$ cat config.mk
export PLATFORM = sky130hd
export DESIGN_NAME = issue_read_operands
export DESIGN_NICKNAME = d
export VERILOG_FILES = /design/src/issue_pkg.sv /design/src/int_regfile.sv /design/src/operand_lane.sv /design/src/issue_control.sv /design/src/issue_register.sv /design/src/issue_read_operands.sv
export VERILOG_INCLUDE_DIRS = /design/src
export SDC_FILE = /design/constraint.sdc
export NUM_CORES = 2
export LEC_CHECK = 0
export BUFFER_PORTS_ARGS = -buffer_cell sky130_fd_sc_hd__buf_2
export CAP_MARGIN = 10
export CORE_MARGIN = 1
export CORE_UTILIZATION = 40
export CTS_CLUSTER_SIZE = 25
export DETAILED_ROUTE_END_ITERATION = 12
export PLACE_DENSITY = 0.54
export SYNTH_ARGS = -nofsm -noshare
export SYNTH_HDL_FRONTEND = slang
export SYNTH_SLANG_ARGS = --single-unit
$ cat constraint.sdc
create_clock -name clk_i -period 6.3 [get_ports clk_i]
set_input_delay 1.89 -clock clk_i [delete_from_list [all_inputs] [get_ports clk_i]]
set_output_delay 1.89 -clock clk_i [all_outputs]
set_load 0.1 [all_outputs]
$ cat src/issue_params.svh
// width and count macros for the issue and read-operands stage
`ifndef ISSUE_PARAMS_SVH
`define ISSUE_PARAMS_SVH

// ----------------------------------------
// datapath widths
// ----------------------------------------
// integer data word
`define ISSUE_XLEN 32
// program counter
`define ISSUE_VLEN 32
// register index into the integer file
`define ISSUE_REG_ADDR_W 5
// operation code handed to execute
`define ISSUE_OP_W 7
// scoreboard tag
`define ISSUE_TRANS_ID_W 3

// ----------------------------------------
// counts
// ----------------------------------------
`define ISSUE_NR_REGS 32
// write ports coming back from commit
`define ISSUE_NR_COMMIT 2
// source operand lanes (rs1, rs2)
`define ISSUE_NR_OPERANDS 2

`endif

$ cat src/issue_pkg.sv
// vector typedefs, functional-unit enum and packed structs of the issue stage
`include "issue_params.svh"

package issue_pkg;

  // ----------------------------------------
  // plain vectors
  // ----------------------------------------
  typedef logic [`ISSUE_XLEN-1:0]       xlen_t;
  typedef logic [`ISSUE_VLEN-1:0]       vaddr_t;
  typedef logic [`ISSUE_REG_ADDR_W-1:0] reg_addr_t;
  typedef logic [`ISSUE_OP_W-1:0]       op_t;
  typedef logic [`ISSUE_TRANS_ID_W-1:0] trans_id_t;

  // unit that executes (or still has to write back) an instruction
  typedef enum logic [2:0] {
    NONE,
    LOAD,
    STORE,
    ALU,
    CTRL_FLOW,
    MULT,
    CSR
  } fu_t;

  // ----------------------------------------
  // structs
  // ----------------------------------------
  // one scoreboard entry offered for issue
  typedef struct packed {
    fu_t       fu;
    op_t       op;
    reg_addr_t rs1;
    reg_addr_t rs2;
    reg_addr_t rd;
    // immediate from decode
    xlen_t     result;
    logic      use_imm;
    logic      use_zimm;
    logic      use_pc;
    vaddr_t    pc;
    logic      is_compressed;
    trans_id_t trans_id;
    // exception already raised upstream
    logic      ex_valid;
  } sb_entry_t;

  // payload for the execute stage
  typedef struct packed {
    fu_t       fu;
    op_t       operation;
    xlen_t     operand_a;
    xlen_t     operand_b;
    xlen_t     imm;
    trans_id_t trans_id;
  } fu_data_t;

  // one start strobe per execute unit
  typedef struct packed {
    logic alu;
    logic branch;
    logic lsu;
    logic mult;
    logic csr;
  } fu_valid_t;

  // single write port from commit
  typedef struct packed {
    logic      we;
    reg_addr_t waddr;
    xlen_t     wdata;
  } commit_port_t;

  // pending writer per architectural register
  typedef fu_t [`ISSUE_NR_REGS-1:0] clobber_table_t;

endpackage

$ cat src/int_regfile.sv
// integer register file with combinational reads, commit write ports and x0 tied to zero
`timescale 1ns/10ps
`include "issue_params.svh"

module int_regfile (
  input  logic                                              clk_i,
  input  logic                                              rst_uarch_ni,
  // write ports from commit
  input  issue_pkg::commit_port_t [`ISSUE_NR_COMMIT-1:0]    commit_i,
  // one read port per operand lane
  input  issue_pkg::reg_addr_t    [`ISSUE_NR_OPERANDS-1:0]  raddr_i,
  output issue_pkg::xlen_t        [`ISSUE_NR_OPERANDS-1:0]  rdata_o
);

  // x1..x31 only, x0 has no storage
  issue_pkg::xlen_t mem_q [1:`ISSUE_NR_REGS-1];

  // ----------------------------------------
  // write side
  // ----------------------------------------
  // ports are walked in order so the highest port wins on a shared address
  always_ff @(posedge clk_i or negedge rst_uarch_ni) begin
    if (!rst_uarch_ni) begin
      for (int r = 1; r < `ISSUE_NR_REGS; r++) begin
        mem_q[r] <= '0;
      end
    end else begin
      for (int p = 0; p < `ISSUE_NR_COMMIT; p++) begin
        // writes to x0 are dropped
        if (commit_i[p].we && (commit_i[p].waddr != '0)) begin
          mem_q[commit_i[p].waddr] <= commit_i[p].wdata;
        end
      end
    end
  end

  // ----------------------------------------
  // read side
  // ----------------------------------------
  // a same-cycle write is not bypassed, the old value comes out
  always_comb begin
    for (int i = 0; i < `ISSUE_NR_OPERANDS; i++) begin
      if (raddr_i[i] == '0) begin
        rdata_o[i] = '0;
      end else begin
        rdata_o[i] = mem_q[raddr_i[i]];
      end
    end
  end

endmodule

$ cat src/operand_lane.sv
// source operand lane with clobber lookup, forward or stall decision and operand select
`timescale 1ns/10ps
`include "issue_params.svh"

module operand_lane #(
  // 0 picks rs1, 1 picks rs2
  parameter int OPERAND_IDX = 0
) (
  input  issue_pkg::sb_entry_t      issue_instr_i,
  input  issue_pkg::clobber_table_t rd_clobber_i,
  // scoreboard answer to the poll
  input  issue_pkg::xlen_t          sb_data_i,
  input  logic                      sb_valid_i,
  // register file read data
  input  issue_pkg::xlen_t          rf_data_i,
  output issue_pkg::reg_addr_t      rs_addr_o,
  output issue_pkg::xlen_t          operand_o,
  output logic                      stall_o
);

  issue_pkg::fu_t clobber_fu;
  logic           has_dep;

  // source field, shared by scoreboard poll and regfile read
  assign rs_addr_o  = (OPERAND_IDX == 0) ? issue_instr_i.rs1 : issue_instr_i.rs2;
  assign clobber_fu = rd_clobber_i[rs_addr_o];

  // zimm in rs1 is an immediate and waits on nothing
  assign has_dep = (clobber_fu != issue_pkg::NONE) &&
                   !((OPERAND_IDX == 0) && issue_instr_i.use_zimm);

  always_comb begin
    operand_o = rf_data_i;
    stall_o   = 1'b0;
    if (has_dep) begin
      // csr results only reach us through the register file
      if (sb_valid_i && (clobber_fu != issue_pkg::CSR)) begin
        operand_o = sb_data_i;
      end else begin
        stall_o = 1'b1;
      end
    end
  end

endmodule

$ cat src/issue_control.sv
// structural busy, write-after-write check and issue acknowledge
`timescale 1ns/10ps
`include "issue_params.svh"

module issue_control (
  input  issue_pkg::sb_entry_t                           issue_instr_i,
  input  logic                                           issue_valid_i,
  input  issue_pkg::clobber_table_t                      rd_clobber_i,
  input  issue_pkg::commit_port_t [`ISSUE_NR_COMMIT-1:0] commit_i,
  // fixed-latency unit can take a new op
  input  logic                                           flu_ready_i,
  input  logic                                           lsu_ready_i,
  input  logic                                           stall_i,
  // a multiply left the register stage this cycle
  input  logic                                           mult_issued_i,
  // per-lane raw stall
  input  logic [`ISSUE_NR_OPERANDS-1:0]                  operand_stall_i,
  output logic                                           issue_ack_o,
  output logic                                           stall_issue_o
);

  logic fu_busy;
  logic stall_raw;
  logic stall_waw;

  // ----------------------------------------
  // structural hazards
  // ----------------------------------------
  always_comb begin
    case (issue_instr_i.fu)
      // these share the fixed-latency writeback with a multiply in flight
      issue_pkg::ALU,
      issue_pkg::CTRL_FLOW,
      issue_pkg::CSR: begin
        fu_busy = !flu_ready_i || mult_issued_i;
      end
      // back-to-back multiplies are fine
      issue_pkg::MULT: begin
        fu_busy = !flu_ready_i;
      end
      issue_pkg::LOAD,
      issue_pkg::STORE: begin
        fu_busy = !lsu_ready_i;
      end
      // NONE needs no unit
      default: begin
        fu_busy = 1'b0;
      end
    endcase
  end

  // ----------------------------------------
  // read-after-write
  // ----------------------------------------
  // external stall folds into the raw stall
  assign stall_raw     = stall_i || (|operand_stall_i);
  assign stall_issue_o = stall_raw;

  // ----------------------------------------
  // write-after-write
  // ----------------------------------------
  always_comb begin
    stall_waw = (rd_clobber_i[issue_instr_i.rd] != issue_pkg::NONE);
    // the old writer retires right now so rd frees up
    for (int c = 0; c < `ISSUE_NR_COMMIT; c++) begin
      if (commit_i[c].we && (commit_i[c].waddr == issue_instr_i.rd)) begin
        stall_waw = 1'b0;
      end
    end
  end

  // ----------------------------------------
  // acknowledge
  // ----------------------------------------
  // exceptions and unit-less ops pass straight through, ignoring data hazards
  always_comb begin
    issue_ack_o = 1'b0;
    if (issue_valid_i && !fu_busy) begin
      if (!stall_raw && !stall_waw) begin
        issue_ack_o = 1'b1;
      end
      if (issue_instr_i.ex_valid) begin
        issue_ack_o = 1'b1;
      end
      if (issue_instr_i.fu == issue_pkg::NONE) begin
        issue_ack_o = 1'b1;
      end
    end
  end

endmodule

$ cat src/issue_register.sv
// operand mux, ID/EX register, unit valids with flush, and control-flow PC register
`timescale 1ns/10ps
`include "issue_params.svh"

module issue_register (
  input  logic                  clk_i,
  input  logic                  rst_uarch_ni,
  input  logic                  flush_i,
  input  issue_pkg::sb_entry_t  issue_instr_i,
  input  logic                  issue_valid_i,
  input  logic                  issue_ack_i,
  // lane outputs, already forwarded or from the regfile
  input  issue_pkg::xlen_t      operand_a_i,
  input  issue_pkg::xlen_t      operand_b_i,
  output issue_pkg::fu_data_t   fu_data_o,
  output issue_pkg::fu_valid_t  fu_valid_o,
  output logic                  mult_issued_o,
  // unregistered operands
  output issue_pkg::xlen_t      rs1_forwarding_o,
  output issue_pkg::xlen_t      rs2_forwarding_o,
  output issue_pkg::vaddr_t     pc_o,
  output logic                  is_compressed_o
);

  issue_pkg::fu_data_t  fu_data_n;
  issue_pkg::fu_data_t  fu_data_q;
  issue_pkg::fu_valid_t fu_valid_q;

  // ----------------------------------------
  // operand mux
  // ----------------------------------------
  always_comb begin
    fu_data_n.fu        = issue_instr_i.fu;
    fu_data_n.operation = issue_instr_i.op;
    fu_data_n.trans_id  = issue_instr_i.trans_id;
    fu_data_n.imm       = issue_instr_i.result;
    fu_data_n.operand_a = operand_a_i;
    fu_data_n.operand_b = operand_b_i;
    // auipc / jal style
    if (issue_instr_i.use_pc) begin
      fu_data_n.operand_a = issue_pkg::xlen_t'(issue_instr_i.pc);
    end
    // csr immediate, zero extended rs1 field
    if (issue_instr_i.use_zimm) begin
      fu_data_n.operand_a = {{(`ISSUE_XLEN-`ISSUE_REG_ADDR_W){1'b0}}, issue_instr_i.rs1};
    end
    // stores and branches keep rs2 in operand b, imm goes separately
    if (issue_instr_i.use_imm &&
        (issue_instr_i.fu != issue_pkg::STORE) &&
        (issue_instr_i.fu != issue_pkg::CTRL_FLOW)) begin
      fu_data_n.operand_b = issue_instr_i.result;
    end
  end

  assign rs1_forwarding_o = fu_data_n.operand_a;
  assign rs2_forwarding_o = fu_data_n.operand_b;

  // ----------------------------------------
  // ID/EX register
  // ----------------------------------------
  always_ff @(posedge clk_i or negedge rst_uarch_ni) begin
    if (!rst_uarch_ni) begin
      fu_data_q       <= '0;
      fu_valid_q      <= '0;
      pc_o            <= '0;
      is_compressed_o <= 1'b0;
    end else begin
      fu_data_q  <= fu_data_n;
      fu_valid_q <= '0;
      // an instruction carrying an exception starts no unit
      if (issue_valid_i && issue_ack_i && !issue_instr_i.ex_valid) begin
        case (issue_instr_i.fu)
          issue_pkg::ALU:       fu_valid_q.alu    <= 1'b1;
          issue_pkg::CTRL_FLOW: fu_valid_q.branch <= 1'b1;
          issue_pkg::LOAD,
          issue_pkg::STORE:     fu_valid_q.lsu    <= 1'b1;
          issue_pkg::MULT:      fu_valid_q.mult   <= 1'b1;
          issue_pkg::CSR:       fu_valid_q.csr    <= 1'b1;
          default:              fu_valid_q        <= '0;
        endcase
      end
      // flush kills whatever was about to start
      if (flush_i) begin
        fu_valid_q <= '0;
      end
      // branch unit reads pc from here
      if (issue_instr_i.fu == issue_pkg::CTRL_FLOW) begin
        pc_o            <= issue_instr_i.pc;
        is_compressed_o <= issue_instr_i.is_compressed;
      end
    end
  end

  assign fu_data_o     = fu_data_q;
  assign fu_valid_o    = fu_valid_q;
  assign mult_issued_o = fu_valid_q.mult;

endmodule

$ cat src/issue_read_operands.sv
// top of the issue and read-operands stage wiring regfile, operand lanes, control and register
`timescale 1ns/10ps
`include "issue_params.svh"

module issue_read_operands (
  input  logic                                           clk_i,
  input  logic                                           rst_uarch_ni,
  input  logic                                           flush_i,
  input  logic                                           stall_i,
  // scoreboard handshake
  input  issue_pkg::sb_entry_t                           issue_instr_i,
  input  logic                                           issue_valid_i,
  output logic                                           issue_ack_o,
  // operand poll
  output issue_pkg::reg_addr_t                           rs1_o,
  input  issue_pkg::xlen_t                               rs1_i,
  input  logic                                           rs1_valid_i,
  output issue_pkg::reg_addr_t                           rs2_o,
  input  issue_pkg::xlen_t                               rs2_i,
  input  logic                                           rs2_valid_i,
  input  issue_pkg::clobber_table_t                      rd_clobber_i,
  input  issue_pkg::commit_port_t [`ISSUE_NR_COMMIT-1:0] commit_i,
  input  logic                                           flu_ready_i,
  input  logic                                           lsu_ready_i,
  // to execute
  output issue_pkg::fu_data_t                            fu_data_o,
  output issue_pkg::fu_valid_t                           fu_valid_o,
  output issue_pkg::xlen_t                               rs1_forwarding_o,
  output issue_pkg::xlen_t                               rs2_forwarding_o,
  output issue_pkg::vaddr_t                              pc_o,
  output logic                                           is_compressed_o,
  output logic                                           stall_issue_o
);

  issue_pkg::reg_addr_t [`ISSUE_NR_OPERANDS-1:0] rs_addr;
  issue_pkg::xlen_t     [`ISSUE_NR_OPERANDS-1:0] rf_data;
  issue_pkg::xlen_t     [`ISSUE_NR_OPERANDS-1:0] sb_data;
  logic                 [`ISSUE_NR_OPERANDS-1:0] sb_valid;
  issue_pkg::xlen_t     [`ISSUE_NR_OPERANDS-1:0] operand;
  logic                 [`ISSUE_NR_OPERANDS-1:0] operand_stall;
  logic                                          mult_issued;

  // lane 0 is rs1, lane 1 is rs2
  assign sb_data  = {rs2_i, rs1_i};
  assign sb_valid = {rs2_valid_i, rs1_valid_i};
  assign rs1_o    = rs_addr[0];
  assign rs2_o    = rs_addr[1];

  int_regfile int_regfile_inst (
    .clk_i        (clk_i),
    .rst_uarch_ni (rst_uarch_ni),
    .commit_i     (commit_i),
    .raddr_i      (rs_addr),
    .rdata_o      (rf_data)
  );

  // ----------------------------------------
  // operand lanes
  // ----------------------------------------
  for (genvar i = 0; i < `ISSUE_NR_OPERANDS; i++) begin : gen_lane
    operand_lane #(
      .OPERAND_IDX (i)
    ) operand_lane_inst (
      .issue_instr_i (issue_instr_i),
      .rd_clobber_i  (rd_clobber_i),
      .sb_data_i     (sb_data[i]),
      .sb_valid_i    (sb_valid[i]),
      .rf_data_i     (rf_data[i]),
      .rs_addr_o     (rs_addr[i]),
      .operand_o     (operand[i]),
      .stall_o       (operand_stall[i])
    );
  end

  issue_control issue_control_inst (
    .issue_instr_i   (issue_instr_i),
    .issue_valid_i   (issue_valid_i),
    .rd_clobber_i    (rd_clobber_i),
    .commit_i        (commit_i),
    .flu_ready_i     (flu_ready_i),
    .lsu_ready_i     (lsu_ready_i),
    .stall_i         (stall_i),
    .mult_issued_i   (mult_issued),
    .operand_stall_i (operand_stall),
    .issue_ack_o     (issue_ack_o),
    .stall_issue_o   (stall_issue_o)
  );

  issue_register issue_register_inst (
    .clk_i            (clk_i),
    .rst_uarch_ni     (rst_uarch_ni),
    .flush_i          (flush_i),
    .issue_instr_i    (issue_instr_i),
    .issue_valid_i    (issue_valid_i),
    .issue_ack_i      (issue_ack_o),
    .operand_a_i      (operand[0]),
    .operand_b_i      (operand[1]),
    .fu_data_o        (fu_data_o),
    .fu_valid_o       (fu_valid_o),
    .mult_issued_o    (mult_issued),
    .rs1_forwarding_o (rs1_forwarding_o),
    .rs2_forwarding_o (rs2_forwarding_o),
    .pc_o             (pc_o),
    .is_compressed_o  (is_compressed_o)
  );

endmodule

==> impl_metrics.ini <==
[global_routing]
antenna_found_initial = 53
first_global_vias = 58411
grt_pass1_wl_um = 463000
grt_max_degree = 125
grt_overflow = 0
track_usage_pct = 37.3

[synthesis]
synth_fp_nets = 6739
synth-xor-area-share_pct = 0.163
yosysUniqueCellTypes = 63
syn_inst = 6397
ys.flop_type = dfrtp_1
yosys.area_share.simple_pct = 7.85
synth_compound_area_share_pct = 12.3
yosys-mux-area-fraction_pct = 34.1
netlist_area_um2 = 69800
synth_fa_ha_area_share_pct = 0
avgSynthCellArea_um2 = 10.9
synthArstFlopShare_pct = 100
ys_seq_area_share_pct = 40.8
synth_top_family_by_area = multiplexers
ys_ff_latch = 1139
ys_warn_count = 0
synth_edf_count = 0

[worst_setup_path]
cp.arrival_ns = 4.67
crit_path_start_kind = input port
crit_family = compound AO/OA/AOI/OAI gates
end_kind = output port
crit_slowest_cell = a2111oi_4
cp.required_ns = 4.41
max_stage_delay_ns = 0.77
crit_type = input port to output port
cp_max_fo = 7
path_cells = buf_16 -> buf_16 -> buf_8 -> nor2b_4 -> buf_12 -> a22o_1 -> mux4_2 -> nor2_4 -> a2111oi_4 -> nand3b_1 -> o21ai_4 -> buf_12
cp_num_buf_inv = 5

[sta]
finalSetupViolCount = 64
slew_headroom_pct = 4.52
fin_crit_ns = 6.56
rsz0062_at_grt = yes
slew_viol_final = 0
worst_slew_pin_slew_ns = 1.43
skew_ns = 0.0234
fmax_mhz = 153
fin_crit_sh_pct = 104
setup_ws_ns = -0.257
finalHoldViolations = 0

[final_layout]
stdcell_count = 9418
final_nets = 7315
drive_gt1_share_pct = 33.9
design_area_um2 = 87800
n_fill_cell = 15163
areaGrowthSynthToFinish_pct = 25.8

[clocking]
cts_tree = yes
clockRootBuffer = clkbuf_16
cts-htree-levels = 4
hold_buffers = 0
cts_sinks = 1139
cts_made_buffers = 139
worstSkewPairLatency_ns = 0.82
clkTransAtPathRegs_ns = 0.06
cts.path.max_buffers = 3

[routing]
ant_nets = 0
routed-via-count = 60917
dr.first_iter.drc_count = 7424
wire_per_inst_um = 35.5
drc = 0
drt_pass1_iterations = 6
vias_per_cell = 6.47
wirelength_um = 334000

[die]
num_rows = 152
fp.dieH_um = 420
die_area_um2 = 176000
core_um2 = 172000
ios = 565
initial_core_util_pct = 40.5
die_x_um = 420

[placed_design]
dp.cells = 9001
pre_cts_slack_ns = -0.874
io_buffer_count = 564
hpwl_um = 212000
dpl-instance-area_um2 = 79500
globalplace.congestion = 1.00

[outcome]
violations = negative setup slack
outcome = finished, violations left

[min_path]
min_path_type = flip-flop to flip-flop

[power]
p_total_mw = 28.5
p_leak_nw = 37.5
p_per_area_nw_per_um2 = 324
peakVddDrop_uv = 229

[job]
cap_violations = 0
-- layer usage --
layer	track usage, %	up-vias	wire (µm)
met5	0	-	193
met4	23.4	32	23600
met3	11.4	1006	39000
met2	55.9	4183	148000
met1	47.1	30723	124000
li1	-	24973	-
-- cells by family after synthesis --
kind of cell           Yosys count
AO/OA/AOI/OAI                 1462
XOR/XNOR                        13
buffers and inverters          787
flip-flops                    1139
multiplexers                  1646
AND/OR/NAND/NOR               1350
-- flip-flops by register name, indices dropped and copies added (netlist names) --
register / cells
issue_register_inst.mult_issued_o: 1
int_regfile_inst.mem_q: 992
issue_register_inst.is_compressed_o: 1
issue_register_inst.fu_data_o: 109
issue_register_inst.pc_o: 32
issue_register_inst.fu_valid_o: 4
-- Yosys cell counts, drive strengths merged, types with 32 or more instances --
cell,count,area (µm²)
mux2,148,1670
nor2b,32,200
a211oi,34,255
o21ai,375,1880
mux2i,926,9270
mux4,572,12900
nand2,416,1560
dfrtp,1139,28500
nor2,769,2890
buf,182,1020
a32oi,170,1490
a22o,59,517
nor3,32,160
a21oi,705,3530
clkbuf,583,2190
-- worst paths after layout --
| check | slack [ns] | startpoint | cells after the start | to |
|---|---|---|---|---|
| min | 0.50 | issue_register_inst.pc_o[22]$_DFFE_PN0N_ | 1 | issue_register_inst.pc_o[22]$_DFFE_PN0N_ |
| max in group asynchronous | 3.66 | rst_uarch_ni | 2 | int_regfile_inst.mem_q[85]$_DFF_PN0_ |
| min reg2reg | 0.50 | issue_register_inst.pc_o[22]$_DFFE_PN0N_ | 1 | issue_register_inst.pc_o[22]$_DFFE_PN0N_ |
| max reg2reg | 3.74 | int_regfile_inst.mem_q[17]$_DFF_PN0_ | 7 | issue_register_inst.fu_data_o[52]$_DFF_PN0_ |
| max | -0.26 | issue_instr_i[82] | 12 | rs1_forwarding_o[29] |
| min in group asynchronous | 0.93 | rst_uarch_ni | 1 | issue_register_inst.fu_data_o[26]$_DFF_PN0_ |
-- report_power, final --
group	leakage [nW]	internal, mW	switching, mW
clock	2.25	4.77	3.52
sequential	13.8	9.15	1.42
combinational	21.4	4.44	5.15
-- through the flow --
stage	util (%)	hold slack [ns]	setup TNS (ns)
2_1_floorplan	-	0.531	-3.51
3_3_place_gp	46.1	0.485	-20.90
3_5_place_dp	46.1	0.494	-20.47
4_1_cts	50.3	0.507	-4.10
5_1_grt	50.9	0.517	-10.50
6_report	50.9	0.499	-7.55
-- placed cells by master (no fill, tap or decap), drive strengths merged, types with 148 or more instances in the layout --
| master | n |
|---|---|
| a21oi | 705 |
| a32oi | 170 |
| buf | 1185 |
| clkbuf | 218 |
| dfrtp | 1139 |
| mux2 | 148 |
| mux2i | 926 |
| mux4 | 572 |
| nand2 | 416 |
| nor2 | 769 |
| o21ai | 375 |
-- timing repair --
action	4_1_cts	5_1_grt
setup endpoints to repair	66	66
pin swaps	75	63
cloned	20	8
resized for setup	300	108
buffers inserted	73	67
-- final cells by class --
cell class                      instances  area (µm²)  share of cell area (%)
Multi-Input combinational cell       4471       40400                    46.0
Sequential cell                      1139       28500                    32.4
Timing Repair Buffer                 1200       11300                    12.9
Clock buffer                          209        4100                    4.66
Tap cell                             2310        2890                    3.29
Clock inverter                         42         502                   0.571
Inverter                               22        82.6                  0.0940
Antenna cell                           25        62.6                  0.0712
-- worst reg2reg max path, delay by kind of cell, from the launching register on --
family                 cells  cell delay (ns)
multiplexers               4             1.61
flip-flops                 1             0.40
buffers and inverters      2             0.29
AO/OA/AOI/OAI              1             0.16
Power figures use the tool's default switching activity.
